===== src/design/axi_mem_cfg.svh =====
`ifndef AXI_MEM_CFG_SVH
`define AXI_MEM_CFG_SVH

`define ADDR_WIDTH 12 // byte address
`define DATA_WIDTH 32
`define STRB_WIDTH (`DATA_WIDTH / 8)
`define ID_BITS 4
`define LEN_BITS 4 // a burst has len + 1 beats
`define SIZE_BITS 3

// the RAM covers the whole byte address space
`define MEM_WORDS 1024
`define WADDR_WIDTH ($clog2(`MEM_WORDS))
`define BYTE_OFF_BITS ($clog2(`STRB_WIDTH))

`endif


===== src/design/mem_port_if.sv =====
`timescale 1ns/10ps
`include "axi_mem_cfg.svh"

// one requester port of the shared RAM
interface mem_port_if;
  logic                     req;
  logic                     we;
  logic [`WADDR_WIDTH-1:0]  addr; // word address
  logic [`DATA_WIDTH-1:0]   wdata;
  logic [`STRB_WIDTH-1:0]   strb;
  logic                     gnt;  // same cycle as req
  logic [`DATA_WIDTH-1:0]   rdata; // one cycle after a granted read

  modport requester (
    output req, we, addr, wdata, strb,
    input  gnt, rdata
  );

  modport arbiter (
    input  req, we, addr, wdata, strb,
    output gnt, rdata
  );
endinterface


===== src/design/mem_arbiter.sv =====
`timescale 1ns/10ps
`include "axi_mem_cfg.svh"

module mem_arbiter (
  input  logic                     clk_i,
  input  logic                     rst_n_i,
  mem_port_if.arbiter              wr,
  mem_port_if.arbiter              rd,
  output logic                     ram_cs_o,
  output logic                     ram_we_o,
  output logic [`WADDR_WIDTH-1:0]  ram_addr_o,
  output logic [`DATA_WIDTH-1:0]   ram_wdata_o,
  output logic [`STRB_WIDTH-1:0]   ram_strb_o,
  input  logic [`DATA_WIDTH-1:0]   ram_rdata_i
);

  logic rd_first_q; // read engine wins the next contested cycle
  logic pick_rd;

  assign pick_rd = rd.req && (!wr.req || rd_first_q);
  assign rd.gnt  = pick_rd;
  assign wr.gnt  = wr.req && !pick_rd;

  assign ram_cs_o    = wr.req || rd.req;
  assign ram_we_o    = pick_rd ? rd.we    : wr.we;
  assign ram_addr_o  = pick_rd ? rd.addr  : wr.addr;
  assign ram_wdata_o = pick_rd ? rd.wdata : wr.wdata;
  assign ram_strb_o  = pick_rd ? rd.strb  : wr.strb;

  // the read bus is shared, only the port that read looks at it
  assign rd.rdata = ram_rdata_i;
  assign wr.rdata = ram_rdata_i;

  always_ff @(posedge clk_i) begin
    if (!rst_n_i) begin
      rd_first_q <= 1'b0;
    end else if (wr.req && rd.req) begin
      rd_first_q <= !pick_rd; // the loser goes first next time
    end
  end

endmodule


===== src/flat_wrapper.sv =====
// flat-port wrapper written by rule: the top's interface ports become plain ports
module mem_arbiter_flat 
  (clk_i, rst_n_i, ram_cs_o, ram_we_o, ram_addr_o, ram_wdata_o, ram_strb_o, ram_rdata_i, wr_req, wr_we, wr_addr, wr_wdata, wr_strb, wr_gnt, wr_rdata, rd_req, rd_we, rd_addr, rd_wdata, rd_strb, rd_gnt, rd_rdata);
  mem_port_if wr_i ();
  mem_port_if rd_i ();
  input  logic clk_i;
  input  logic rst_n_i;
  output logic ram_cs_o;
  output logic ram_we_o;
  output logic [`WADDR_WIDTH-1:0] ram_addr_o;
  output logic [`DATA_WIDTH-1:0] ram_wdata_o;
  output logic [`STRB_WIDTH-1:0] ram_strb_o;
  input  logic [`DATA_WIDTH-1:0] ram_rdata_i;
  input wire logic [$bits(wr_i.req)-1:0] wr_req;
  input wire logic [$bits(wr_i.we)-1:0] wr_we;
  input wire logic [$bits(wr_i.addr)-1:0] wr_addr;
  input wire logic [$bits(wr_i.wdata)-1:0] wr_wdata;
  input wire logic [$bits(wr_i.strb)-1:0] wr_strb;
  output wire logic [$bits(wr_i.gnt)-1:0] wr_gnt;
  output wire logic [$bits(wr_i.rdata)-1:0] wr_rdata;
  input wire logic [$bits(rd_i.req)-1:0] rd_req;
  input wire logic [$bits(rd_i.we)-1:0] rd_we;
  input wire logic [$bits(rd_i.addr)-1:0] rd_addr;
  input wire logic [$bits(rd_i.wdata)-1:0] rd_wdata;
  input wire logic [$bits(rd_i.strb)-1:0] rd_strb;
  output wire logic [$bits(rd_i.gnt)-1:0] rd_gnt;
  output wire logic [$bits(rd_i.rdata)-1:0] rd_rdata;
  assign wr_i.req = wr_req;
  assign wr_i.we = wr_we;
  assign wr_i.addr = wr_addr;
  assign wr_i.wdata = wr_wdata;
  assign wr_i.strb = wr_strb;
  assign wr_gnt = wr_i.gnt;
  assign wr_rdata = wr_i.rdata;
  assign rd_i.req = rd_req;
  assign rd_i.we = rd_we;
  assign rd_i.addr = rd_addr;
  assign rd_i.wdata = rd_wdata;
  assign rd_i.strb = rd_strb;
  assign rd_gnt = rd_i.gnt;
  assign rd_rdata = rd_i.rdata;
  mem_arbiter u_core (.clk_i(clk_i), .rst_n_i(rst_n_i), .wr(wr_i), .rd(rd_i), .ram_cs_o(ram_cs_o), .ram_we_o(ram_we_o), .ram_addr_o(ram_addr_o), .ram_wdata_o(ram_wdata_o), .ram_strb_o(ram_strb_o), .ram_rdata_i(ram_rdata_i));
endmodule

===== config.mk =====
export PLATFORM = sky130hd
export DESIGN_NAME = mem_arbiter_flat
export DESIGN_NICKNAME = d
export VERILOG_FILES = /design/src/design/mem_port_if.sv /design/src/design/mem_arbiter.sv /design/src/flat_wrapper.sv
export VERILOG_INCLUDE_DIRS = /design/src /design/src/design
export SDC_FILE = /design/constraint.sdc
export NUM_CORES = 1
export LEC_CHECK = 0
export BUFFER_PORTS_ARGS = -buffer_cell sky130_fd_sc_hd__buf_2
export CELL_PAD_IN_SITES_DETAIL_PLACEMENT = 0
export CELL_PAD_IN_SITES_GLOBAL_PLACEMENT = 1
export CORE_MARGIN = 1
export CORE_UTILIZATION = 13
export CTS_CLUSTER_DIAMETER = 50
export DETAILED_ROUTE_END_ITERATION = 10
export PLACE_DENSITY_LB_ADDON = 0.1
export SYNTH_ARGS = -nofsm -noshare
export SYNTH_HDL_FRONTEND = slang
export SYNTH_SLANG_ARGS = --single-unit

===== constraint.sdc =====
create_clock -name clk_i -period 1.1 [get_ports clk_i]
set_input_delay 0.055 -clock clk_i [delete_from_list [all_inputs] [get_ports clk_i]]
set_output_delay 0.055 -clock clk_i [all_outputs]
set_load 0.01 [all_outputs]

# Yosys cells after proc, flatten, opt, wreduce, memory -nomap -nowiden
# Index checks and enable logic that the tools add are counted.
# Widths: inputs -> output; s select.
[op_classes] n_addsub=0 multipliers=0 div_mod_pow=0 order_cmp=0 eq_ne=0 n_shift=0 n_mux=4 n_bitwise=0 n_reduce_logical=7
[ops] operator="$mux 32" n=1
[ops] operator="$mux 10" n=1
[ops] operator="$mux 4" n=1
[ops] operator="$logic_and 1x1->1" n=3
[ops] operator="$logic_not 1->1" n=2
[ops] operator="$logic_or 1x1->1" n=2
[ops] operator="$mux 1" n=1
[totals] regBits=1 latch_bits=0 ramBits=0 romBits=0 in_bits=130 output_inout_bits=114 elab_cells=12 n_memories=0

# Longest topological paths before layout
# Gate-level depths: netlist of the first run.
[logic_depth] ltp_word=5 ltp_mapped=5 depth_no_buf=3

# Least setup slack after synthesis of the first run
# OpenSTA, ideal clock, no wires.
[synth_path] path_kind="reg-to-output" start="register u_core.rd_first_q" end="output ram_wdata_o[21]" arrival_ps=1132 t_required_ps=1045 path_slack_ps=-87 stages_incl_launch_ff=5 path_buffers=2 cell_sequence="dfxtp_1 -> o21ai_2 -> buf_6 -> buf_8 -> mux2_4"
[synth_between] elab_chain_len=3
[synth_rtl] element="start, declared" line_no="mem_arbiter.sv:17" rtl="logic rd_first_q;"
[synth_rtl] element="start signal, assigned" line_no="mem_arbiter.sv:38" rtl="rd_first_q <= !pick_rd;"
[synth_rtl] element="$logic_or 1x1->1" line_no="mem_arbiter.sv:20" rtl="assign pick_rd = rd.req && (!wr.req || rd_first_q);"
[synth_rtl] element="$logic_and 1x1->1" line_no="mem_arbiter.sv:20"
[synth_rtl] element="$mux 32" line_no="mem_arbiter.sv:27" rtl="assign ram_wdata_o = pick_rd ? rd.wdata : wr.wdata;"
[synth_rtl] element="end, declared" line_no="flat_wrapper.sv:11" rtl="output logic [`DATA_WIDTH-1:0] ram_wdata_o;"
# No other way between the ends.

# Worst setup path after layout of the first run
[layout_path] start="register u_core.rd_first_q" end="output ram_strb_o[3]"
[layout_between] elab_chain_len=3
[layout_rtl] element="$logic_or 1x1->1" line_no="mem_arbiter.sv:20"
[layout_rtl] element="$logic_and 1x1->1" line_no="mem_arbiter.sv:20"
[layout_rtl] element="$mux 4" line_no="mem_arbiter.sv:28" rtl="assign ram_strb_o = pick_rd ? rd.strb : wr.strb;"
[layout_rtl] element="end, declared" line_no="flat_wrapper.sv:12" rtl="output logic [`STRB_WIDTH-1:0] ram_strb_o;"
# No other way between the ends.

==> results.sh, run 1 <==
export IMPL_outcome="finished, violations left"
export IMPL_violations="design-rule violations, negative setup slack"
export IMPL_totalWireLength_mm=4.50
export IMPL_rows=34
export IMPL_fin_skew_ns=0
export IMPL_setup_tns_ns=-7.72
export IMPL_gp_congestion=0.645
export IMPL_grt_pass1_wl_mm=5.97
export IMPL_cap_viol_max_count=0
export IMPL_syn_nets=255
export IMPL_critPathCaptureType="output port"
export IMPL_combPwrFrac_pct=95.9
export IMPL_multi_input_area_um2=699
export IMPL_p_seq_share_pct=4.1
export IMPL_cpMaxStageDelayCell="mux2_2"
export IMPL_dieArea_um2=9650
export IMPL_maxSlewHeadroom_pct=90.2
export IMPL_fp_coreArea_um2=8850
export IMPL_start_util_pct=13.6
export IMPL_cellInternalPower_uw=705
export IMPL_synth_cell_types=13
export IMPL_syn2layout_area_growth_pct=68.5
export IMPL_setup_slack_ns=-0.186
export IMPL_yosysSeqAreaShare_pct=1.66
export IMPL_worstMarginPinSlew_ns=0.146
export IMPL_layout_common_cells="buf_2 (114), mux2_4 (33), buf_6 (33)"
export IMPL_grt_pass1_vias=1307
export IMPL_hp_class="in -> out"
export IMPL_antenna_cells_inserted=0
export IMPL_ctsHoldBuffers=0
export IMPL_fin_crit_sh_pct=117
export IMPL_powerDensity_nw_per_um2=527
export IMPL_path_class="reg -> out"
export IMPL_clk_latency_ns=0
export IMPL_largest_reg_flops=1
export IMPL_drt_iter0_drc=30
export IMPL_finalNonFillerCells=323
export IMPL_nets=347
export IMPL_rsz0062_at_grt="yes"
export IMPL_cpPeakStageDelay_ns=0.33
export IMPL_worstPathArrival_ns=1.23
export IMPL_boundaryPins=244
export IMPL_report_power_total_uw=1070
export IMPL_crit_required_ns=1.04
export IMPL_via_per_inst=3.63
export IMPL_nFillCells=961
export IMPL_power_frac_clock_pct=0
export IMPL_die_w_um=98.2
export IMPL_grt_max_degree=21
export IMPL_drive_gt1_share_pct=97.2
export IMPL_routedWlPerCell_um=13.9
export IMPL_worstPathCellList="o21ai_4 -> buf_4 -> buf_16 -> mux2_2 -> buf_2"
export IMPL_switching_share_pct=34.0
export IMPL_netlist_instances=125
export IMPL_p_leak_uw=0.00115
export IMPL_final_common_cell="buf_2"
export IMPL_fin_crit_ns=1.29
export IMPL_setup_viol_count_final=47
export IMPL_ir_drop_uv=200
export IMPL_critical_path_startpoint_type="register"
export IMPL_drt_pass1_iterations=9
export IMPL_synth_area_um2=1200
export IMPL_hold_viol=0
export IMPL_worstPathMaxFanout=14
export IMPL_slew_viol_final=0
export IMPL_p_switching_uw=363
export IMPL_clk_pin_slew_ns=0
export IMPL_synth_area_per_cell_um2=9.63
export IMPL_via_count=1172
export IMPL_portBuffers=147
export IMPL_die_h_um=98.2
export IMPL_ys_warn_count=0
export IMPL_dp_cells=316
export IMPL_largest_register="u_core.rd_first_q"
export IMPL_fmax_mhz=778
export IMPL_drcViolationCount=17
export IMPL_grt_ovfl_total=0
export IMPL_ant_nets=0
export IMPL_ys_seq_elements=1
export IMPL_track_usage_pct=7.55
export IMPL_hpwl_mm=3.40
export IMPL_ff_latch_area_um2=21.3
export IMPL_top_regs="u_core.rd_first_q x1"
export IMPL_antenna_found_initial=0
[cell usage after synthesis]
library cell  instances  area share (%)
a21oi_1               1            0.42
inv_1                 2            0.62
and2_1                1            0.52
mux2_4               19              24
or2_2                 1            0.52
xnor2_1               1            0.73
dfxtp_1               1             1.7
buf_8                 2             2.5
buf_6                 1            0.94
nand2_1               1            0.31
mux2_2               28              26
buf_4                66              41
o21ai_2               1            0.73
[worst max-delay path, delay by kind of cell (launching register included)]
family | cells | cell delay, ns
buffers and inverters | 3 | 0.44
muxes | 1 | 0.33
DFF | 1 | 0.31
AOI/OAI and AO/OA | 1 | 0.15
[power groups by stage]
| stage | combinational [uW] | clock, uW | sequential, uW |
|---|---|---|---|
| after CTS | 967 | 0 | 44.2 |
| after detailed placement | 748 | 0 | 44.2 |
| after global routing | 1090 | 0 | 44.3 |
| after floorplan | 635 | 0 | 43.9 |
| after global placement | 760 | 0 | 44.0 |
| final | 1020 | 0 | 44.2 |
[through the flow]
| step | hold slack (ns) | utilization (%) | setup slack [ns] | cell area (um^2) |
|---|---|---|---|---|
| finish | 0.110 | 22.9 | -0.186 | 2030 |
| global route | 0.110 | 22.9 | -0.240 | 2030 |
| CTS | 0.110 | 21.7 | -0.201 | 1920 |
| detailed placement | 0.110 | 18.2 | -0.209 | 1610 |
| global placement | 0.110 | 18.2 | -0.189 | 1610 |
| floorplan | 0.177 | - | -0.0571 | 1200 |
[what timing repair did]
action                                  in CTS  in global routing
endpoints found under the setup margin      47                 47
pin swaps                                    0                  0
gates resized for setup                     47                  4
setup buffers                                2                  0
gates cloned                                 1                  4
[final cells by class]
cell class	instances	area share, %
Inverter	2	0.370
Multi-Input combinational cell	53	34.5
Sequential cell	1	1.05
Tap cell	108	6.66
Timing Repair Buffer	159	57.4
[metal layers]
metal | vias up | part of all wire [%] | global-route usage (%)
li1 | 536 | - | -
met1 | 486 | 33 | 6.79
met2 | 144 | 52 | 16.0
met3 | 6 | 15 | 3.08
met4 | 0 | 0.27 | 0.574
met5 | - | 0 | 0
[worst paths after layout]
| check | startpoint | to | slack (ns) | cells after the start |
|---|---|---|---|---|
| worst min register to register | u_core.rd_first_q | u_core.rd_first_q | 0.70 | 3 |
| worst max-delay path | u_core.rd_first_q | ram_strb_o[3] | -0.19 | 5 |
| worst min-delay path | ram_rdata_i[11] | wr_rdata[11] | 0.11 | 0 |
| worst max register to register | u_core.rd_first_q | u_core.rd_first_q | 0.27 | 3 |
[logic make-up after synthesis]
logic type / synth area share (%)
multiplexers: 49.9
flip-flops: 1.66
XOR/XNOR: 0.728
AND/OR/NAND/NOR: 1.35
buffers and inverters: 45.2
AO/OA/AOI/OAI: 1.14
(Power assumes the default switching activity.)
==> run 2, diff against run 1 <==
==> constraint.sdc (replaced) <==
create_clock -name clk_i -period 1.13 [get_ports clk_i]
set_input_delay 0.0565 -clock clk_i [delete_from_list [all_inputs] [get_ports clk_i]]
set_output_delay 0.0565 -clock clk_i [all_outputs]
set_load 0.01 [all_outputs]
==> run 2 against run 1 <==
  * The flow still finishes with violations (design-rule violations, negative setup slack)
  * Sequential share of layout area is 0.13 points higher
  * Worst setup slack better by 0.038 ns
  * Combinational power shrank 17%
  * Wire length shrank 8.4%
  * Total power down 17%
  * Cell area fell by 11%
  * Utilization is 2.5 points lower
  * First-iteration DRC count shrank 6.7%
  * Die area stayed put
==> results.sh, run 2 (synthesis results as in run 1) <==
export IMPL_outcome="finished, violations left"
export IMPL_violations="design-rule violations, negative setup slack"
export IMPL_p_seq_share_pct=4.9
export IMPL_via_count=1155
export IMPL_grt_pass1_wl_mm=5.60
export IMPL_track_usage_pct=7.01
export IMPL_boundaryPins=244
export IMPL_setup_viol_count_final=47
export IMPL_nFillCells=995
export IMPL_cellInternalPower_uw=572
export IMPL_hold_viol=0
export IMPL_crit_required_ns=1.07
export IMPL_largest_register="u_core.rd_first_q"
export IMPL_grt_max_degree=29
export IMPL_dieArea_um2=9650
export IMPL_ant_nets=0
export IMPL_p_switching_uw=315
export IMPL_worstMarginPinSlew_ns=0.189
export IMPL_crit_end="ram_wdata_o[30]"
export IMPL_via_per_inst=3.62
export IMPL_die_w_um=98.2
export IMPL_ctsHoldBuffers=0
export IMPL_drt_iter0_drc=28
export IMPL_clk_pin_slew_ns=0
export IMPL_grt_pass1_vias=1288
export IMPL_cap_viol_max_count=0
export IMPL_critPathCaptureType="output port"
export IMPL_final_common_cell="buf_2"
export IMPL_routedWlPerCell_um=12.9
export IMPL_powerDensity_nw_per_um2=491
export IMPL_totalWireLength_mm=4.12
export IMPL_rows=34
export IMPL_fp_coreArea_um2=8850
export IMPL_slew_viol_final=0
export IMPL_rr_endpoint="u_core.rd_first_q"
export IMPL_worst_r2r_path_depth=3
export IMPL_syn2layout_area_growth_pct=50.0
export IMPL_dp_slack_ns=-0.164
export IMPL_antenna_cells_inserted=0
export IMPL_rsz0062_at_grt="yes"
export IMPL_drt_pass1_iterations=7
export IMPL_critical_path_startpoint_type="register"
export IMPL_drive_gt1_share_pct=97.2
export IMPL_clk_latency_ns=0
export IMPL_antenna_found_initial=0
export IMPL_drcViolationCount=18
export IMPL_largest_reg_flops=1
export IMPL_hpwl_mm=3.43
export IMPL_switching_share_pct=35.5
export IMPL_reg2reg_slack_ns=0.32
export IMPL_portBuffers=147
export IMPL_setup_slack_ns=-0.148
export IMPL_p_leak_uw=0.00101
export IMPL_ir_drop_uv=98.6
export IMPL_layout_common_cells="buf_2 (128), mux2_2 (28), mux2_4 (19), buf_6 (19), buf_12 (3)"
export IMPL_combPwrFrac_pct=95.1
export IMPL_rr_startpoint="u_core.rd_first_q"
export IMPL_maxSlewHeadroom_pct=87.4
export IMPL_fmax_mhz=782
export IMPL_setup_tns_ns=-6.21
export IMPL_worstPathArrival_ns=1.22
export IMPL_worstPathMaxFanout=5
export IMPL_fin_skew_ns=0
export IMPL_power_frac_clock_pct=0
export IMPL_fin_crit_sh_pct=113
export IMPL_hp_class="in -> out"
export IMPL_die_h_um=98.2
export IMPL_grt_ovfl_total=0
export IMPL_path_class="reg -> out"
export IMPL_gp_congestion=0.641
export IMPL_fin_crit_ns=1.28
export IMPL_start_util_pct=13.6
export IMPL_nets=343
export IMPL_cp_startpoint="u_core.rd_first_q"
export IMPL_top_regs="u_core.rd_first_q x1"
-- run 2: cell types whose count changed in the layout (fill, tap and decap cells not counted) --
cell / previous run / this run
buf_16: 3 / 0
buf_12: 1 / 3
mux2_2: 14 / 28
buf_6: 33 / 19
mux2_4: 33 / 19
clkbuf_16: 3 / 2
buf_2: 114 / 128
buf_4: 4 / 2
-- run 2: layout make-up --
| class | instances | area, um^2 | area share (%) |
|---|---|---|---|
| inverters | 2 | 7.51 | 0.416 |
| well taps | 108 | 135 | 7.48 |
| multi-input cells | 53 | 647 | 35.8 |
| flip-flops and latches | 1 | 21.3 | 1.18 |
| repair buffers | 155 | 995 | 55.1 |
-- run 2: how the worst min path moves through the flow --
stage | slack (ns) | startpoint | to | cells after the start
global route | 0.11 | ram_rdata_i[20] | wr_rdata[20] | 0
floorplan | 0.18 | rst_n_i | u_core.rd_first_q | 1
detailed placement | 0.11 | ram_rdata_i[22] | rd_rdata[22] | 0
global placement | 0.11 | ram_rdata_i[22] | rd_rdata[22] | 0
finish | 0.11 | ram_rdata_i[7] | rd_rdata[7] | 0
CTS | 0.11 | ram_rdata_i[22] | rd_rdata[22] | 0
-- run 2: worst max-delay path: stages (launching register included) --
cell       delay, ns
dfxtp_2         0.31
o21ai_4         0.18
buf_12          0.15
clkbuf_16       0.15
mux2_4          0.30
buf_6           0.12
-- run 2: per-layer routing --
layer	global-route usage [%]	share of wire [%]
met1	6.06	30
met2	15.1	54
met5	0	0
met3	2.86	16
met4	0.574	0.29
-- run 2: repair_timing --
| item | 4_1_cts | 5_1_grt |
|---|---|---|
| setup buffers | 0 | 1 |
| endpoints found under the setup margin | 47 | 47 |
| gates cloned | 0 | 3 |
| resized for setup | 19 | 1 |
| pin swaps | 0 | 0 |
-- run 2: stage by stage --
step	area (um^2)	instances	hold WS (ns)	util [%]	total power, uW
after global placement	1600	315	0.113	18.1	780
final	1810	319	0.113	20.4	887
after floorplan	1200	125	0.178	-	661
after CTS	1720	315	0.113	19.4	849
after global routing	1810	319	0.113	20.4	947
after detailed placement	1600	315	0.113	18.1	767
-- run 2: power by group through the flow --
stage | sequential (uW) | clock [uW] | combinational [uW]
floorplan | 42.7 | 0 | 618
global placement | 42.8 | 0 | 738
detailed placement | 43.0 | 0 | 724
CTS | 43.1 | 0 | 805
global route | 43.6 | 0 | 904
finish | 43.2 | 0 | 844
