--- config.mk ---
export PLATFORM = sky130hd
export DESIGN_NAME = axi_write_engine_flat
export DESIGN_NICKNAME = d
export VERILOG_FILES = /design/src/design/axi_mem_pkg.sv /design/src/design/mem_port_if.sv /design/src/design/axi_write_engine.sv /design/src/flat_wrapper.sv
export VERILOG_INCLUDE_DIRS = /design/src /design/src/design
export SDC_FILE = /design/constraint.sdc
export NUM_CORES = 1
export LEC_CHECK = 0
export BUFFER_PORTS_ARGS = -buffer_cell sky130_fd_sc_hd__buf_2
export CAP_MARGIN = 20
export CORE_MARGIN = 1.5
export CORE_UTILIZATION = 38
export CTS_BUF_LIST = sky130_fd_sc_hd__clkbuf_8
export CTS_CLUSTER_DIAMETER = 200
export DETAILED_ROUTE_END_ITERATION = 8
export PLACE_DENSITY_LB_ADDON = 0.25
export SLEW_MARGIN = 0
export SYNTH_ARGS = -nofsm -noshare
export SYNTH_HDL_FRONTEND = slang
export SYNTH_SLANG_ARGS = --single-unit
--- constraint.sdc ---
create_clock -name clk_i -period 2.2 [get_ports clk_i]
set_input_delay 0.44 -clock clk_i [delete_from_list [all_inputs] [get_ports clk_i]]
set_output_delay 0.44 -clock clk_i [all_outputs]
set_load 0.01 [all_outputs]
--- src/design/axi_mem_cfg.svh ---
`ifndef AXI_MEM_CFG_SVH
`define AXI_MEM_CFG_SVH

`define ADDR_WIDTH 12 // byte address
`define DATA_WIDTH 32
`define STRB_WIDTH (`DATA_WIDTH / 8)
`define ID_BITS 4
`define LEN_BITS 4 // a burst has len + 1 beats
`define SIZE_BITS 3

// the RAM covers the whole byte address space
`define MEM_WORDS 1024
`define WADDR_WIDTH ($clog2(`MEM_WORDS))
`define BYTE_OFF_BITS ($clog2(`STRB_WIDTH))

`endif

--- src/design/axi_mem_pkg.sv ---
`include "axi_mem_cfg.svh"

package axi_mem_pkg;

  // burst encodings as they appear on awburst and arburst
  typedef enum logic [1:0] {
    FIXED = 2'b00,
    INCR  = 2'b01,
    WRAP  = 2'b10
  } axi_burst_t;

  typedef enum logic [1:0] {
    OKAY   = 2'b00,
    SLVERR = 2'b10
  } axi_resp_t;

  typedef logic [`LEN_BITS-1:0] beat_cnt_t; // beat index within one burst

endpackage

--- src/design/mem_port_if.sv ---
`timescale 1ns/10ps
`include "axi_mem_cfg.svh"

// one requester port of the shared RAM
interface mem_port_if;
  logic                     req;
  logic                     we;
  logic [`WADDR_WIDTH-1:0]  addr; // word address
  logic [`DATA_WIDTH-1:0]   wdata;
  logic [`STRB_WIDTH-1:0]   strb;
  logic                     gnt;  // same cycle as req
  logic [`DATA_WIDTH-1:0]   rdata; // one cycle after a granted read

  modport requester (
    output req, we, addr, wdata, strb,
    input  gnt, rdata
  );

  modport arbiter (
    input  req, we, addr, wdata, strb,
    output gnt, rdata
  );
endinterface

--- src/design/axi_write_engine.sv ---
`timescale 1ns/10ps
`include "axi_mem_cfg.svh"

module axi_write_engine (
  input  logic                     clk_i,
  input  logic                     rst_n_i,
  input  logic [`ID_BITS-1:0]      awid_i,
  input  logic [`ADDR_WIDTH-1:0]   awaddr_i,
  input  logic [`LEN_BITS-1:0]     awlen_i,
  input  logic [`SIZE_BITS-1:0]    awsize_i,
  input  axi_mem_pkg::axi_burst_t  awburst_i,
  input  logic                     awvalid_i,
  output logic                     awready_o,
  input  logic [`DATA_WIDTH-1:0]   wdata_i,
  input  logic [`STRB_WIDTH-1:0]   wstrb_i,
  input  logic                     wlast_i,
  input  logic                     wvalid_i,
  output logic                     wready_o,
  output logic [`ID_BITS-1:0]      bid_o,
  output axi_mem_pkg::axi_resp_t   bresp_o,
  output logic                     bvalid_o,
  input  logic                     bready_i,
  mem_port_if.requester            mem
);
  import axi_mem_pkg::*;

  typedef enum logic [1:0] {S_ADDR, S_DATA, S_RESP} state_t;

  localparam logic [`ADDR_WIDTH-1:0] ADDR_ONE = 1;

  state_t                   state_q;
  logic [`ID_BITS-1:0]      id_q;
  logic [`ADDR_WIDTH-1:0]   addr_q;
  logic [`SIZE_BITS-1:0]    size_q;
  axi_burst_t               burst_q;
  beat_cnt_t                len_q;
  beat_cnt_t                beat_q;
  logic                     len_err_q;
  axi_resp_t                resp_q;
  logic                     is_wrap;
  logic                     w_fire;
  logic                     last_err;

  assign is_wrap   = (burst_q == WRAP);
  assign awready_o = (state_q == S_ADDR);

  // a WRAP burst drains its data without touching the RAM
  assign mem.req   = (state_q == S_DATA) && wvalid_i && !is_wrap;
  assign mem.we    = 1'b1;
  assign mem.addr  = addr_q[`ADDR_WIDTH-1:`BYTE_OFF_BITS];
  assign mem.wdata = wdata_i;
  assign mem.strb  = wstrb_i;

  assign wready_o = (state_q == S_DATA) && (is_wrap ? wvalid_i : mem.gnt);
  assign w_fire   = wvalid_i && wready_o;
  assign last_err = wlast_i != (beat_q == len_q); // wlast out of step with awlen

  assign bvalid_o = (state_q == S_RESP);
  assign bid_o    = id_q;
  assign bresp_o  = resp_q;

  always_ff @(posedge clk_i) begin
    if (!rst_n_i) begin
      state_q <= S_ADDR;
    end else begin
      case (state_q)
        S_ADDR: begin
          if (awvalid_i) begin
            state_q <= S_DATA;
          end
        end
        S_DATA: begin
          if (w_fire && wlast_i) begin
            state_q <= S_RESP;
          end
        end
        S_RESP: begin
          if (bready_i) begin
            state_q <= S_ADDR;
          end
        end
        default: state_q <= S_ADDR;
      endcase
    end
  end

  always_ff @(posedge clk_i) begin
    if (awvalid_i && awready_o) begin
      id_q      <= awid_i;
      addr_q    <= awaddr_i;
      size_q    <= awsize_i;
      burst_q   <= awburst_i;
      len_q     <= awlen_i;
      beat_q    <= '0;
      len_err_q <= 1'b0;
    end else if (w_fire) begin
      beat_q    <= beat_q + 1'b1;
      len_err_q <= len_err_q | last_err;
      if (burst_q != FIXED) begin
        addr_q <= addr_q + (ADDR_ONE << size_q); // step is 2**size bytes
      end
      if (wlast_i) begin
        resp_q <= (is_wrap || len_err_q || last_err) ? SLVERR : OKAY;
      end
    end
  end

endmodule

--- src/flat_wrapper.sv ---
// flat-port wrapper written by rule: the top's interface ports become plain ports
module axi_write_engine_flat import axi_mem_pkg::*;
  (clk_i, rst_n_i, awid_i, awaddr_i, awlen_i, awsize_i, awburst_i, awvalid_i, awready_o, wdata_i, wstrb_i, wlast_i, wvalid_i, wready_o, bid_o, bresp_o, bvalid_o, bready_i, mem_req, mem_we, mem_addr, mem_wdata, mem_strb, mem_gnt, mem_rdata);
  mem_port_if mem_i ();
  input  logic clk_i;
  input  logic rst_n_i;
  input  logic [`ID_BITS-1:0] awid_i;
  input  logic [`ADDR_WIDTH-1:0] awaddr_i;
  input  logic [`LEN_BITS-1:0] awlen_i;
  input  logic [`SIZE_BITS-1:0] awsize_i;
  input  axi_mem_pkg::axi_burst_t awburst_i;
  input  logic awvalid_i;
  output logic awready_o;
  input  logic [`DATA_WIDTH-1:0] wdata_i;
  input  logic [`STRB_WIDTH-1:0] wstrb_i;
  input  logic wlast_i;
  input  logic wvalid_i;
  output logic wready_o;
  output logic [`ID_BITS-1:0] bid_o;
  output axi_mem_pkg::axi_resp_t bresp_o;
  output logic bvalid_o;
  input  logic bready_i;
  output wire logic [$bits(mem_i.req)-1:0] mem_req;
  output wire logic [$bits(mem_i.we)-1:0] mem_we;
  output wire logic [$bits(mem_i.addr)-1:0] mem_addr;
  output wire logic [$bits(mem_i.wdata)-1:0] mem_wdata;
  output wire logic [$bits(mem_i.strb)-1:0] mem_strb;
  input wire logic [$bits(mem_i.gnt)-1:0] mem_gnt;
  input wire logic [$bits(mem_i.rdata)-1:0] mem_rdata;
  assign mem_req = mem_i.req;
  assign mem_we = mem_i.we;
  assign mem_addr = mem_i.addr;
  assign mem_wdata = mem_i.wdata;
  assign mem_strb = mem_i.strb;
  assign mem_i.gnt = mem_gnt;
  assign mem_i.rdata = mem_rdata;
  axi_write_engine u_core (.clk_i(clk_i), .rst_n_i(rst_n_i), .awid_i(awid_i), .awaddr_i(awaddr_i), .awlen_i(awlen_i), .awsize_i(awsize_i), .awburst_i(awburst_i), .awvalid_i(awvalid_i), .awready_o(awready_o), .wdata_i(wdata_i), .wstrb_i(wstrb_i), .wlast_i(wlast_i), .wvalid_i(wvalid_i), .wready_o(wready_o), .bid_o(bid_o), .bresp_o(bresp_o), .bvalid_o(bvalid_o), .bready_i(bready_i), .mem(mem_i));
endmodule
### After elaboration in Yosys (flattened, before gate mapping)

Cells that the tools add are included.

| word-level totals | value |
|---|---|
| flip-flop bits (word level) | 34 |

| cells by class | value |
|---|---|
| add/sub/neg operators | 2 |
| equality and inequality tests | 8 |
| shift-type cells | 1 |
| multiplexer cells | 9 |
| bitwise logic cells | 2 |
| reduce and logical (&&, ||, !) cells | 16 |

Operator list:

| kind | number |
|---|---|
| 12-bit two-way mux | 3 |
| 12-bit adder | 1 |
| 1-bit by 3-bit left shift with 12-bit output (first input constant) | 1 |
| 2-bit two-way mux | 4 |
| 1-bit logical AND | 6 |
| 2-bit case mux with 3 select lines | 1 |
| 3-bit AND reduction | 2 |
| 2-bit nonzero test | 3 |
| 4-bit by 1-bit adder with 4-bit output (second input constant) | 1 |
| 2-bit == test (second input constant) | 2 |
| 4-bit == test | 1 |
| 2-bit != test (second input constant) | 2 |
| 2-bit by 1-bit == test with 1-bit output (second input constant) | 1 |
| 2-bit logical NOT | 1 |
| 1-bit logical OR | 2 |
| 2-bit by 1-bit != test with 1-bit output (second input constant) | 1 |
| 2-bit AND reduction | 1 |
| 1-bit logical NOT | 1 |
| 1-bit two-way mux | 1 |
| 1-bit != test | 1 |
| 1-bit inverter | 1 |
| 1-bit OR | 1 |

### Logic depth before layout (Yosys ltp)

Gate-level depths: netlist of the first run.

| depth | value |
|---|---|
| depth in word-level cells | 7 |
| mapped depth | 9 |

### Worst setup path before layout of the first run

Ideal clock, no wire load.

| path | value |
|---|---|
| kind | register -> register |
| start | register u_core.size_q[1] |
| end | register u_core.addr_q[7], data pin |
| library setup time | 0.270 ns |
| data arrival time | 2.136 ns |
| data required time | 1.930 ns |
| path slack | -0.205 ns |
| stages on the path, launching flop included | 9 |
| cells stage by stage | edfxtp_1 or3b_2 inv_1 ha_1 a211oi_1 o21ai_0 o31ai_1 xor2_1 a21oi_1 |

| between the ends | value |
|---|---|
| cells in the longest elaborated chain, start to end | 5 |

Ends and longest elaborated chain:

| what | line | RTL |
|---|---|---|
| start, declared | axi_write_engine.sv:34 | `` logic [`SIZE_BITS-1:0] size_q; `` |
| start signal, assigned | axi_write_engine.sv:91 | `size_q <= awsize_i;` |
| 1-bit by 3-bit left shift with 12-bit output | axi_write_engine.sv:100 | `addr_q <= addr_q + (ADDR_ONE << size_q);` |
| 12-bit adder | axi_write_engine.sv:100 |  |
| 12-bit two-way mux | axi_write_engine.sv:99 | `if (burst_q != FIXED) begin` |
| 12-bit two-way mux | axi_write_engine.sv:96 | `end else if (w_fire) begin` |
| 12-bit two-way mux | axi_write_engine.sv:88 | `if (awvalid_i && awready_o) begin` |
| end signal, assigned | axi_write_engine.sv:90 | `addr_q <= awaddr_i;` |
| end signal, assigned | axi_write_engine.sv:100 |  |
| end, declared | axi_write_engine.sv:33 | `` logic [`ADDR_WIDTH-1:0] addr_q; `` |

No other way between the ends. The select of a mux whose other input is x is not followed.
A chain may end at the register's enable or synchronous reset.

### Worst setup path after layout of the first run

| path | value |
|---|---|
| start | register u_core.size_q[0] |
| end | register u_core.addr_q[10], data pin |

The elaborated chain is that of the path after synthesis.

==> impl_results.md, run 1 <==
- Status: finished, violations left
- Failing checks: negative setup slack
- Gr ovfl total: 0
- Worst reg-to-reg setup slack: -110 ps
- CTS max path bufs: 2
- Layout cell share with drive strength beyond 1: 0.425
- Root Buffer: clkbuf_8
- PwrDens: 692 nW/um2
- Number of hold violations in the final report: 0
- Drt total wl: 3.81 mm
- EDFF count, synth: 26
- Dpl cell area: 2230 um2
- Mapped cell area: 2120 um2
- Number of global-route vias before repair: 1387
- Final Skew: 5.48 ps
- Nets: 349
- Number of synthesis warnings: 0
- Most common cell in the netlist: buf_4
- Final Util: 0.458
- Final WS setup: -113 ps
- Final Slew Violations: 0
- Crit path kind: reg -> reg
- N_diodes: 0
- Antenna violations before repair: 0
- Reg2Reg Launch Point: u_core.size_q[0]$_DFFE_PP_
- Worst EP required: 2330 ps
- Async S/R FF share, synth: 0
- Core footprint: 5440 um2
- WHS: 326 ps
- # setup viols final: 6
- Die width: 77.8 um
- Worst-Skew Late Latency: 280 ps
- Biggest area consumer among synthesized cells: edfxtp_1
- Net count after synthesis: 322
- Hold depth: 1
- Complex-gate fraction of the synthesized area: 0.117
- Detail Placement HPWL: 2.80 mm
- RD Place Congestion: 0.833
- Synth Area in Adders: 0.0624
- Largest net degree at the start of global routing: 19
- TritonCTS clock tree: built
- Starting Density: 0.391
- Synthesized flop and latch total: 33
- Top post-synthesis cells by count: buf_4, edfxtp_1, nor2_1, nand2_1, o21ai_0
- IO buf count: 50
- Hold Crit Class: in -> reg
- Netlist cell types: 38
- Simple-gate share of the synthesized area: 0.127
- Most area-consuming cells after synthesis: edfxtp_1, buf_4, dfxtp_1
- H-tree levels: 2
- Clock period minus worst slack: 2310 ps
- Overall power: 1.72 mW
- Remaining DRCs: 0
- Syn Area/Cell: 10.0 um2
- Multiplexer share of the synthesized area: 0.00942
- Via count: 1458
- Post-Syn Instances: 212
- Global-route wire length before repair: 5.93 mm
- Synth Area in XOR/XNOR: 0.0618
- Hold Buf Count CTS: 0
- Worst Path Arrival: 2450 ps
- Wire per inst: 12.2 um
- Peak VDD IR: 0.408 mV
- Seq/Total Area, Yosys: 0.433
- Die area: 6050 um2
- Synth top area share: 0.367
- LEAKAGE: 1.04 nW
- Overall Global Routing Usage: 0.127
- Worst-path clk slew: 70 ps
- Crit Path Max Fanout: 4
- Hold EP: u_core.len_q[3]$_DFFE_PP_
- I/O Pins: 157
- Setup crit start kind: register
- Final Instance Area: 2490 um2
- Largest family of logic cells by synthesized area: buffers and inverters
- Vias/cell: 4.67
- Max_cap viols: 0
- Starting DRT DRC Count: 56
- RSZ-0062 raised after global routing: true
- First-pass detailed-route iteration total: 4
- Ys flop type: edfxtp_1
- Crit end category: register
- Hold_sp: awlen_i[3]
- Total clock sinks: 33
- Row cnt: 27
- FMAX: 432 MHz
- Crit path launch: u_core.size_q[0]$_DFFE_PP_
- CTS buffer count: 5
- Tcrit/Tclk final: 1.05
- Reg2Reg Depth: 9
- Antenna-violating nets left: 0
- Reg-to-Reg End: u_core.addr_q[10]$_DFFE_PP_
- Die Y: 77.8 um
- Area Growth Syn to Fin: 17.1%
[kinds of logic after synthesis]
logic type      Yosys count
flops                    33
buf+inv                  57
compound gates           39
fa+ha+maj                10
mux                       2
simple gates             54
other cells               2
xor+xnor                 15
[sequential cells by signal (all words and copies together), names as in the netlist]
signal and cells:
u_core.len_err_q 1, u_core.state_q 2, u_core.bid_o 4, u_core.size_q 3, u_core.burst_q 2, u_core.addr_q 12, u_core.beat_q 4, u_core.len_q 4
u_core.bresp_o 1
[worst max-delay path, cell delays in order (launching register included)]
cell      delay, ps
edfxtp_1        450
nor3_2          200
ha_2            210
inv_2            40
fa_2            370
nor2b_2         140
o31a_1          210
o21ai_2          80
or3_1           310
a31oi_1         160
[cells in the final DEF (no fill, tap or decap), drive strengths merged, types with 2 or more instances in the layout]
cell type	n
buf	70
edfxtp	26
nor2	18
nand2	13
o21ai	12
a21oi	10
ha	9
xor2	8
inv	8
dfxtp	7
xnor2	7
clkbuf	5
o21a	4
nor3b	4
nor2b	4
nor3	4
nand4	3
a211oi	3
nand2b	2
a21o	2
mux2i	2
conb	2
and3b	2
o31ai	2
[through the flow]
step | cells | TNS (ps) | setup slack [ps]
6_report | 312 | -458 | -113
5_1_grt | 312 | -1250 | -223
3_5_place_dp | 299 | -917 | -206
2_1_floorplan | 212 | -74.8 | -42.8
4_1_cts | 310 | -493 | -131
3_3_place_gp | 299 | -856 | -196
[what timing repair did]
item / 4_1_cts / 5_1_grt
endpoints found under the setup margin: 8 / 8
buffers inserted: 4 / 2
hold endpoints to repair: 0 / 0
gates resized for setup: 14 / 8
pin swaps: 10 / 7
[report_power, final]
group	total [mW]	switching (mW)	internal, mW
combinational	0.392	0.194	0.198
clock	0.551	0.219	0.331
sequential	0.781	0.0382	0.742
total	1.72	0.451	1.27
[layout make-up]
class	count	area, um2
repair buffers	70	408
well taps	72	90.1
inverters	7	26.3
multi-input cells	122	936
clock buffers	5	68.8
clock inverters	3	38.8
fillers	541	2950
flip-flops and latches	33	921
[how the worst max path moves through the flow]
stage / endpoint / cells past startpoint / slack, ps
final: u_core.addr_q[10]$_DFFE_PP_ / 9 / -110
after CTS: u_core.addr_q[10]$_DFFE_PP_ / 9 / -130
after detailed placement: u_core.addr_q[10]$_DFFE_PP_ / 9 / -210
after global routing: u_core.addr_q[10]$_DFFE_PP_ / 9 / -220
after floorplan: u_core.addr_q[10]$_DFFE_PP_ / 9 / -40
after global placement: u_core.addr_q[10]$_DFFE_PP_ / 9 / -200
[layer usage]
metal / global-route usage / share of wire
met1: 0.148 / 0.43
met2: 0.213 / 0.51
met3: 0.0565 / 0.064
met4: 0.0309 / 0.0021
met5: 0 / 0
No activity file was read; power rests on OpenSTA's default activity.
==> inputs of run 2 (changes only) <==
--- a/config.mk
+++ b/config.mk
@@ -6,14 +6,15 @@
 export SDC_FILE = /design/constraint.sdc
 export NUM_CORES = 1
 export LEC_CHECK = 0
-export BUFFER_PORTS_ARGS = -buffer_cell sky130_fd_sc_hd__buf_2
 export CAP_MARGIN = 20
 export CORE_MARGIN = 1.5
-export CORE_UTILIZATION = 38
+export CORE_UTILIZATION = 55
 export CTS_BUF_LIST = sky130_fd_sc_hd__clkbuf_8
 export CTS_CLUSTER_DIAMETER = 200
 export DETAILED_ROUTE_END_ITERATION = 8
+export DONT_BUFFER_PORTS = 1
 export PLACE_DENSITY_LB_ADDON = 0.25
+export RECOVER_POWER = 100
 export SLEW_MARGIN = 0
 export SYNTH_ARGS = -nofsm -noshare
 export SYNTH_HDL_FRONTEND = slang
==> impl_results.md, run 2 (same netlist as run 1, synthesis figures left out) <==
- Max_cap viols: 0
- Die width: 65.2 um
- RD Place Congestion: 0.784
- Peak VDD IR: 0.498 mV
- RSZ-0062 raised after global routing: true
- Sequential cell area: 921 um2
- Tcrit/Tclk final: 1.05
- Starting Density: 0.576
- Most frequent cells in the layout: edfxtp_1, nor2_1, buf_4, nand2_1
- Global-route wire length before repair: 5.93 mm
- N_diodes: 0
- Worst-path clk slew: 70 ps
- CTS buffer count: 5
- First-pass detailed-route iteration total: 4
- Most common library cell in the layout ignoring fill and taps: edfxtp_1
- Area Growth Syn to Fin: 1.47%
- Final Util: 0.584
- CTS max path bufs: 2
- Vias/cell: 5.75
- Met3 WL: 410 um
- Setup_tns: -303 ps
- Worst Path Arrival: 2450 ps
- DR WL met2: 1.85 mm
- WHS: 252 ps
- Reg with most FFs: u_core.addr_q
- Footprint of the multi-input gates: 907 um2
- Fillers: 326
- Largest net degree at the start of global routing: 19
- Hold Crit Class: in -> reg
- Detail Placement HPWL: 2.99 mm
- Layout cell share with drive strength beyond 1: 0.247
- Crit Path Max Fanout: 3
- Clock period minus worst slack: 2320 ps
- Worst EP required: 2330 ps
- Antenna-violating nets left: 0
- Die area: 4240 um2
- PwrDens: 732 nW/um2
- TritonCTS clock tree: built
- Final Skew: 3.44 ps
- Starting DRT DRC Count: 82
- Gr ovfl total: 0
- Crit end category: register
- # setup viols final: 5
- I/O Pins: 157
- Final WS setup: -121 ps
- Status: finished, violations left
- Failing checks: negative setup slack
- Highest Signal Layer: met4
- Slew HR: 0.615
- Number of hold violations in the final report: 0
- Max reg flops: 12
- Root Buffer: clkbuf_8
- FMAX: 431 MHz
- Core footprint: 3690 um2
- Die Y: 65.2 um
- Via count: 1368
- Overall Global Routing Usage: 0.191
- Number of global-route vias before repair: 1329
- Setup crit start kind: register
- Crit path kind: reg -> reg
- Slew @ Worst Pin: 577 ps
- Overall power: 1.58 mW
- Final Slew Violations: 0
- Nets: 299
- Wire per inst: 16.5 um
- H-tree levels: 2
- Total clock sinks: 33
- Met1 Routed Length: 1.47 mm
- Remaining DRCs: 0
- Drt total wl: 3.92 mm
- Row cnt: 22
- LEAKAGE: 0.829 nW
- Antenna violations before repair: 0
- IO buf count: 0
- Worst-Skew Late Latency: 280 ps
-- run 2: changes by cell type in the layout (fill, tap and decap cells not counted), sizes merged --
cell and delta:
clkbuf +4, bufinv -1, clkinv -1, clkinvlp +1, buf -53
-- run 2: worst max-delay path: stages (launching register included) --
cell,delay [ps]
edfxtp_1,440
nor3_2,190
ha_1,200
inv_2,50
fa_2,380
nor2b_4,130
o31a_1,210
o21ai_2,110
or3_1,310
a31oi_1,150
-- run 2: final timing paths --
path / start / endpoint / slack, ps / cells after the start
setup / recovery: u_core.size_q[1]$_DFFE_PP_ / u_core.addr_q[10]$_DFFE_PP_ / -120 / 9
hold / removal: awsize_i[1] / u_core.size_q[1]$_DFFE_PP_ / 250 / 0
setup reg to reg: u_core.size_q[1]$_DFFE_PP_ / u_core.addr_q[10]$_DFFE_PP_ / -120 / 9
hold reg to reg: u_core.len_err_q$_SDFFE_PP0P_ / u_core.len_err_q$_SDFFE_PP0P_ / 500 / 2
-- run 2: cell type report --
type,count,share of cell area
Clock inverter,2,0.00522
Clock buffer,6,0.0383
Tap cell,48,0.0279
Multi-Input combinational cell,122,0.421
Sequential cell,33,0.427
Timing Repair Buffer,20,0.0685
Inverter,7,0.0122
-- run 2: routing by layer --
metal	vias to the layer above	track usage
li1	642	-
met1	626	0.186
met2	80	0.313
met3	20	0.0959
met4	0	0.133
met5	-	0
-- run 2: per-stage QoR --
stage | area [um2] | instances | setup slack (ps)
after floorplan | 2150 | 212 | -42.8
after global placement | 1960 | 226 | -104
after detailed placement | 1960 | 226 | -147
after CTS | 2110 | 235 | -101
after global routing | 2160 | 238 | -216
final | 2160 | 238 | -121
-- run 2: where the power goes --
group          switching [mW]  total, mW  internal, mW
clock                   0.215      0.464         0.249
sequential             0.0534      0.797         0.744
combinational           0.162      0.317         0.155
total                   0.430       1.58          1.15
-- run 2: repair_timing --
| item | in CTS | in global routing |
|---|---|---|
| endpoints found under the setup margin | 5 | 7 |
| hold endpoints to repair | 0 | 0 |
| pin swaps | 7 | 9 |
| gates cloned | 0 | 0 |
| buffers inserted | 1 | 3 |
| hold buffers | 0 | 0 |
| resized for setup | 12 | 8 |
==> inputs of run 3 (changes only) <==
--- a/config.mk
+++ b/config.mk
@@ -6,13 +6,13 @@
 export SDC_FILE = /design/constraint.sdc
 export NUM_CORES = 1
 export LEC_CHECK = 0
+export BUFFER_PORTS_ARGS = -buffer_cell sky130_fd_sc_hd__buf_2
 export CAP_MARGIN = 20
 export CORE_MARGIN = 1.5
-export CORE_UTILIZATION = 55
+export CORE_UTILIZATION = 38
 export CTS_BUF_LIST = sky130_fd_sc_hd__clkbuf_8
 export CTS_CLUSTER_DIAMETER = 200
 export DETAILED_ROUTE_END_ITERATION = 8
-export DONT_BUFFER_PORTS = 1
 export PLACE_DENSITY_LB_ADDON = 0.25
 export RECOVER_POWER = 100
 export SLEW_MARGIN = 0
==> impl_results.md, run 3 (same netlist as run 1, synthesis figures left out) <==
- Worst Setup Slack post-DPL: -206 ps
- Share of power burned in registers: 0.456
- Reg2Reg Launch Point: u_core.size_q[0]$_DFFE_PP_
- RD Place Congestion: 0.833
- Final WS setup: -112 ps
- Total clock sinks: 33
- Via count: 1459
- TritonCTS clock tree: built
- Die Y: 77.8 um
- IO buf count: 50
- Drt total wl: 3.83 mm
- Die width: 77.8 um
- Hold depth: 1
- Max incr delay on CP: 440 ps
- Core footprint: 5440 um2
- Setup crit start kind: register
- Most frequent cells in the layout: buf_2, edfxtp_1, nor2_1, buf_4, clkbuf_1
- Crit Path Max Fanout: 4
- H-tree levels: 2
- Slew HR: 0.630
- Global-route wire length before repair: 5.93 mm
- Root Buffer: clkbuf_8
- Largest net degree at the start of global routing: 19
- Post-route insts no fill: 312
- Antenna violations before repair: 0
- # setup viols final: 6
- First-pass detailed-route iteration total: 4
- Gr ovfl total: 0
- CTS buffer count: 5
- Worst reg-to-reg setup slack: -110 ps
- Wire per inst: 12.3 um
- Combinational fraction of design power: 0.223
- Most common library cell in the layout ignoring fill and taps: buf_2
- Max_cap viols: 0
- Overall Global Routing Usage: 0.127
- Starting DRT DRC Count: 63
- Final Util: 0.453
- Hold EP: u_core.len_q[3]$_DFFE_PP_
- Worst EP required: 2330 ps
- NetSw: 452 uW
- Tcrit/Tclk final: 1.05
- Net Sw Frac: 0.263
- Reg2Reg Depth: 9
- Area Growth Syn to Fin: 15.9%
- PwrDens: 697 nW/um2
- Inst Count DP: 299
- Crit-path cells: nor3_2, ha_2, inv_2, fa_2, nor2b_2, o31a_1, o21ai_2, or3_1, a31oi_1
- N_diodes: 0
- Remaining DRCs: 0
- Worst-Skew Late Latency: 280 ps
- Worst-path clk slew: 70 ps
- Peak VDD IR: 0.408 mV
- Starting Density: 0.391
- CTS max path bufs: 2
- Detail Placement HPWL: 2.80 mm
- I/O Pins: 157
- Slew @ Worst Pin: 555 ps
- Worst Path Arrival: 2440 ps
- Cell Int Power: 1.26 mW
- Clock period minus worst slack: 2310 ps
- Status: finished, violations left
- Failing checks: negative setup slack
- Antenna-violating nets left: 0
- Final Slew Violations: 0
- Die area: 6050 um2
- RSZ-0062 raised after global routing: true
- Max reg flops: 12
- Nets: 349
- Row cnt: 27
- Hold Crit Class: in -> reg
- Crit path kind: reg -> reg
- Setup_tns: -456 ps
- LEAKAGE: 0.998 nW
- Crit end category: register
- Final Skew: 5.51 ps
- Hold_sp: awlen_i[3]
- Slowest CP cell: edfxtp_1
- Number of hold violations in the final report: 0
- Number of global-route vias before repair: 1387
- Reg with most FFs: u_core.addr_q
- Clk network pwr share: 0.321
- FMAX: 433 MHz
- Layout cell share with drive strength beyond 1: 0.354
- Vias/cell: 4.68
- Reg-to-Reg End: u_core.addr_q[10]$_DFFE_PP_
[run 3: layout make-up]
cell class / count / area [um2]
flip-flops and latches: 33 / 921
well taps: 72 / 90.1
clock buffers: 5 / 68.8
multi-input cells: 122 / 932
inverters: 7 / 26.3
fillers: 550 / 2980
repair buffers: 70 / 385
clock inverters: 3 / 38.8
[run 3: through the flow]
step / instance area, um2 / power, mW / hold WS, ps
floorplan: 2150 / 1.09 / 447
global placement: 2230 / 1.13 / 477
detailed placement: 2230 / 1.14 / 479
CTS: 2440 / 1.73 / 313
global route: 2460 / 1.82 / 304
finish: 2460 / 1.72 / 326
[run 3: timing repair]
item | CTS | global route
hold buffers | 0 | 0
endpoints found under the setup margin | 8 | 8
pin swaps | 10 | 7
buffers inserted | 4 | 2
hold endpoints to repair | 0 | 0
gates resized for setup | 14 | 8
gates cloned | 0 | 0
[run 3: power by group through the flow]
stage               sequential [mW]  combinational [mW]  clock (mW)
floorplan                     0.786               0.307           0
global placement              0.790               0.338           0
detailed placement            0.791               0.344           0
CTS                           0.780               0.376       0.573
global route                  0.790               0.425       0.601
finish                        0.782               0.383       0.551
[run 3: routing by layer]
layer | part of all wire | global-route usage
met2 | 0.51 | 0.213
met4 | 0.0021 | 0.0309
met3 | 0.064 | 0.0565
met1 | 0.43 | 0.148
met5 | 0 | 0
[run 3: how the worst max path moves through the flow]
stage                             endpoint                        from
3_5_place_dp   u_core.addr_q[10]$_DFFE_PP_  u_core.size_q[2]$_DFFE_PP_
2_1_floorplan  u_core.addr_q[10]$_DFFE_PP_  u_core.size_q[2]$_DFFE_PP_
5_1_grt        u_core.addr_q[10]$_DFFE_PP_  u_core.size_q[1]$_DFFE_PP_
6_report       u_core.addr_q[10]$_DFFE_PP_  u_core.size_q[0]$_DFFE_PP_
3_3_place_gp   u_core.addr_q[10]$_DFFE_PP_  u_core.size_q[2]$_DFFE_PP_
4_1_cts        u_core.addr_q[10]$_DFFE_PP_  u_core.size_q[0]$_DFFE_PP_
[run 3: worst max-delay path: cells and delay by family (launching register included)]
family / cells / cell delay (ps)
AO/OA/AOI/OAI: 3 / 450
AND/OR/NAND/NOR: 3 / 650
buffers and inverters: 1 / 40
flip-flops: 1 / 440
adder cells (fa/ha/maj): 2 / 580
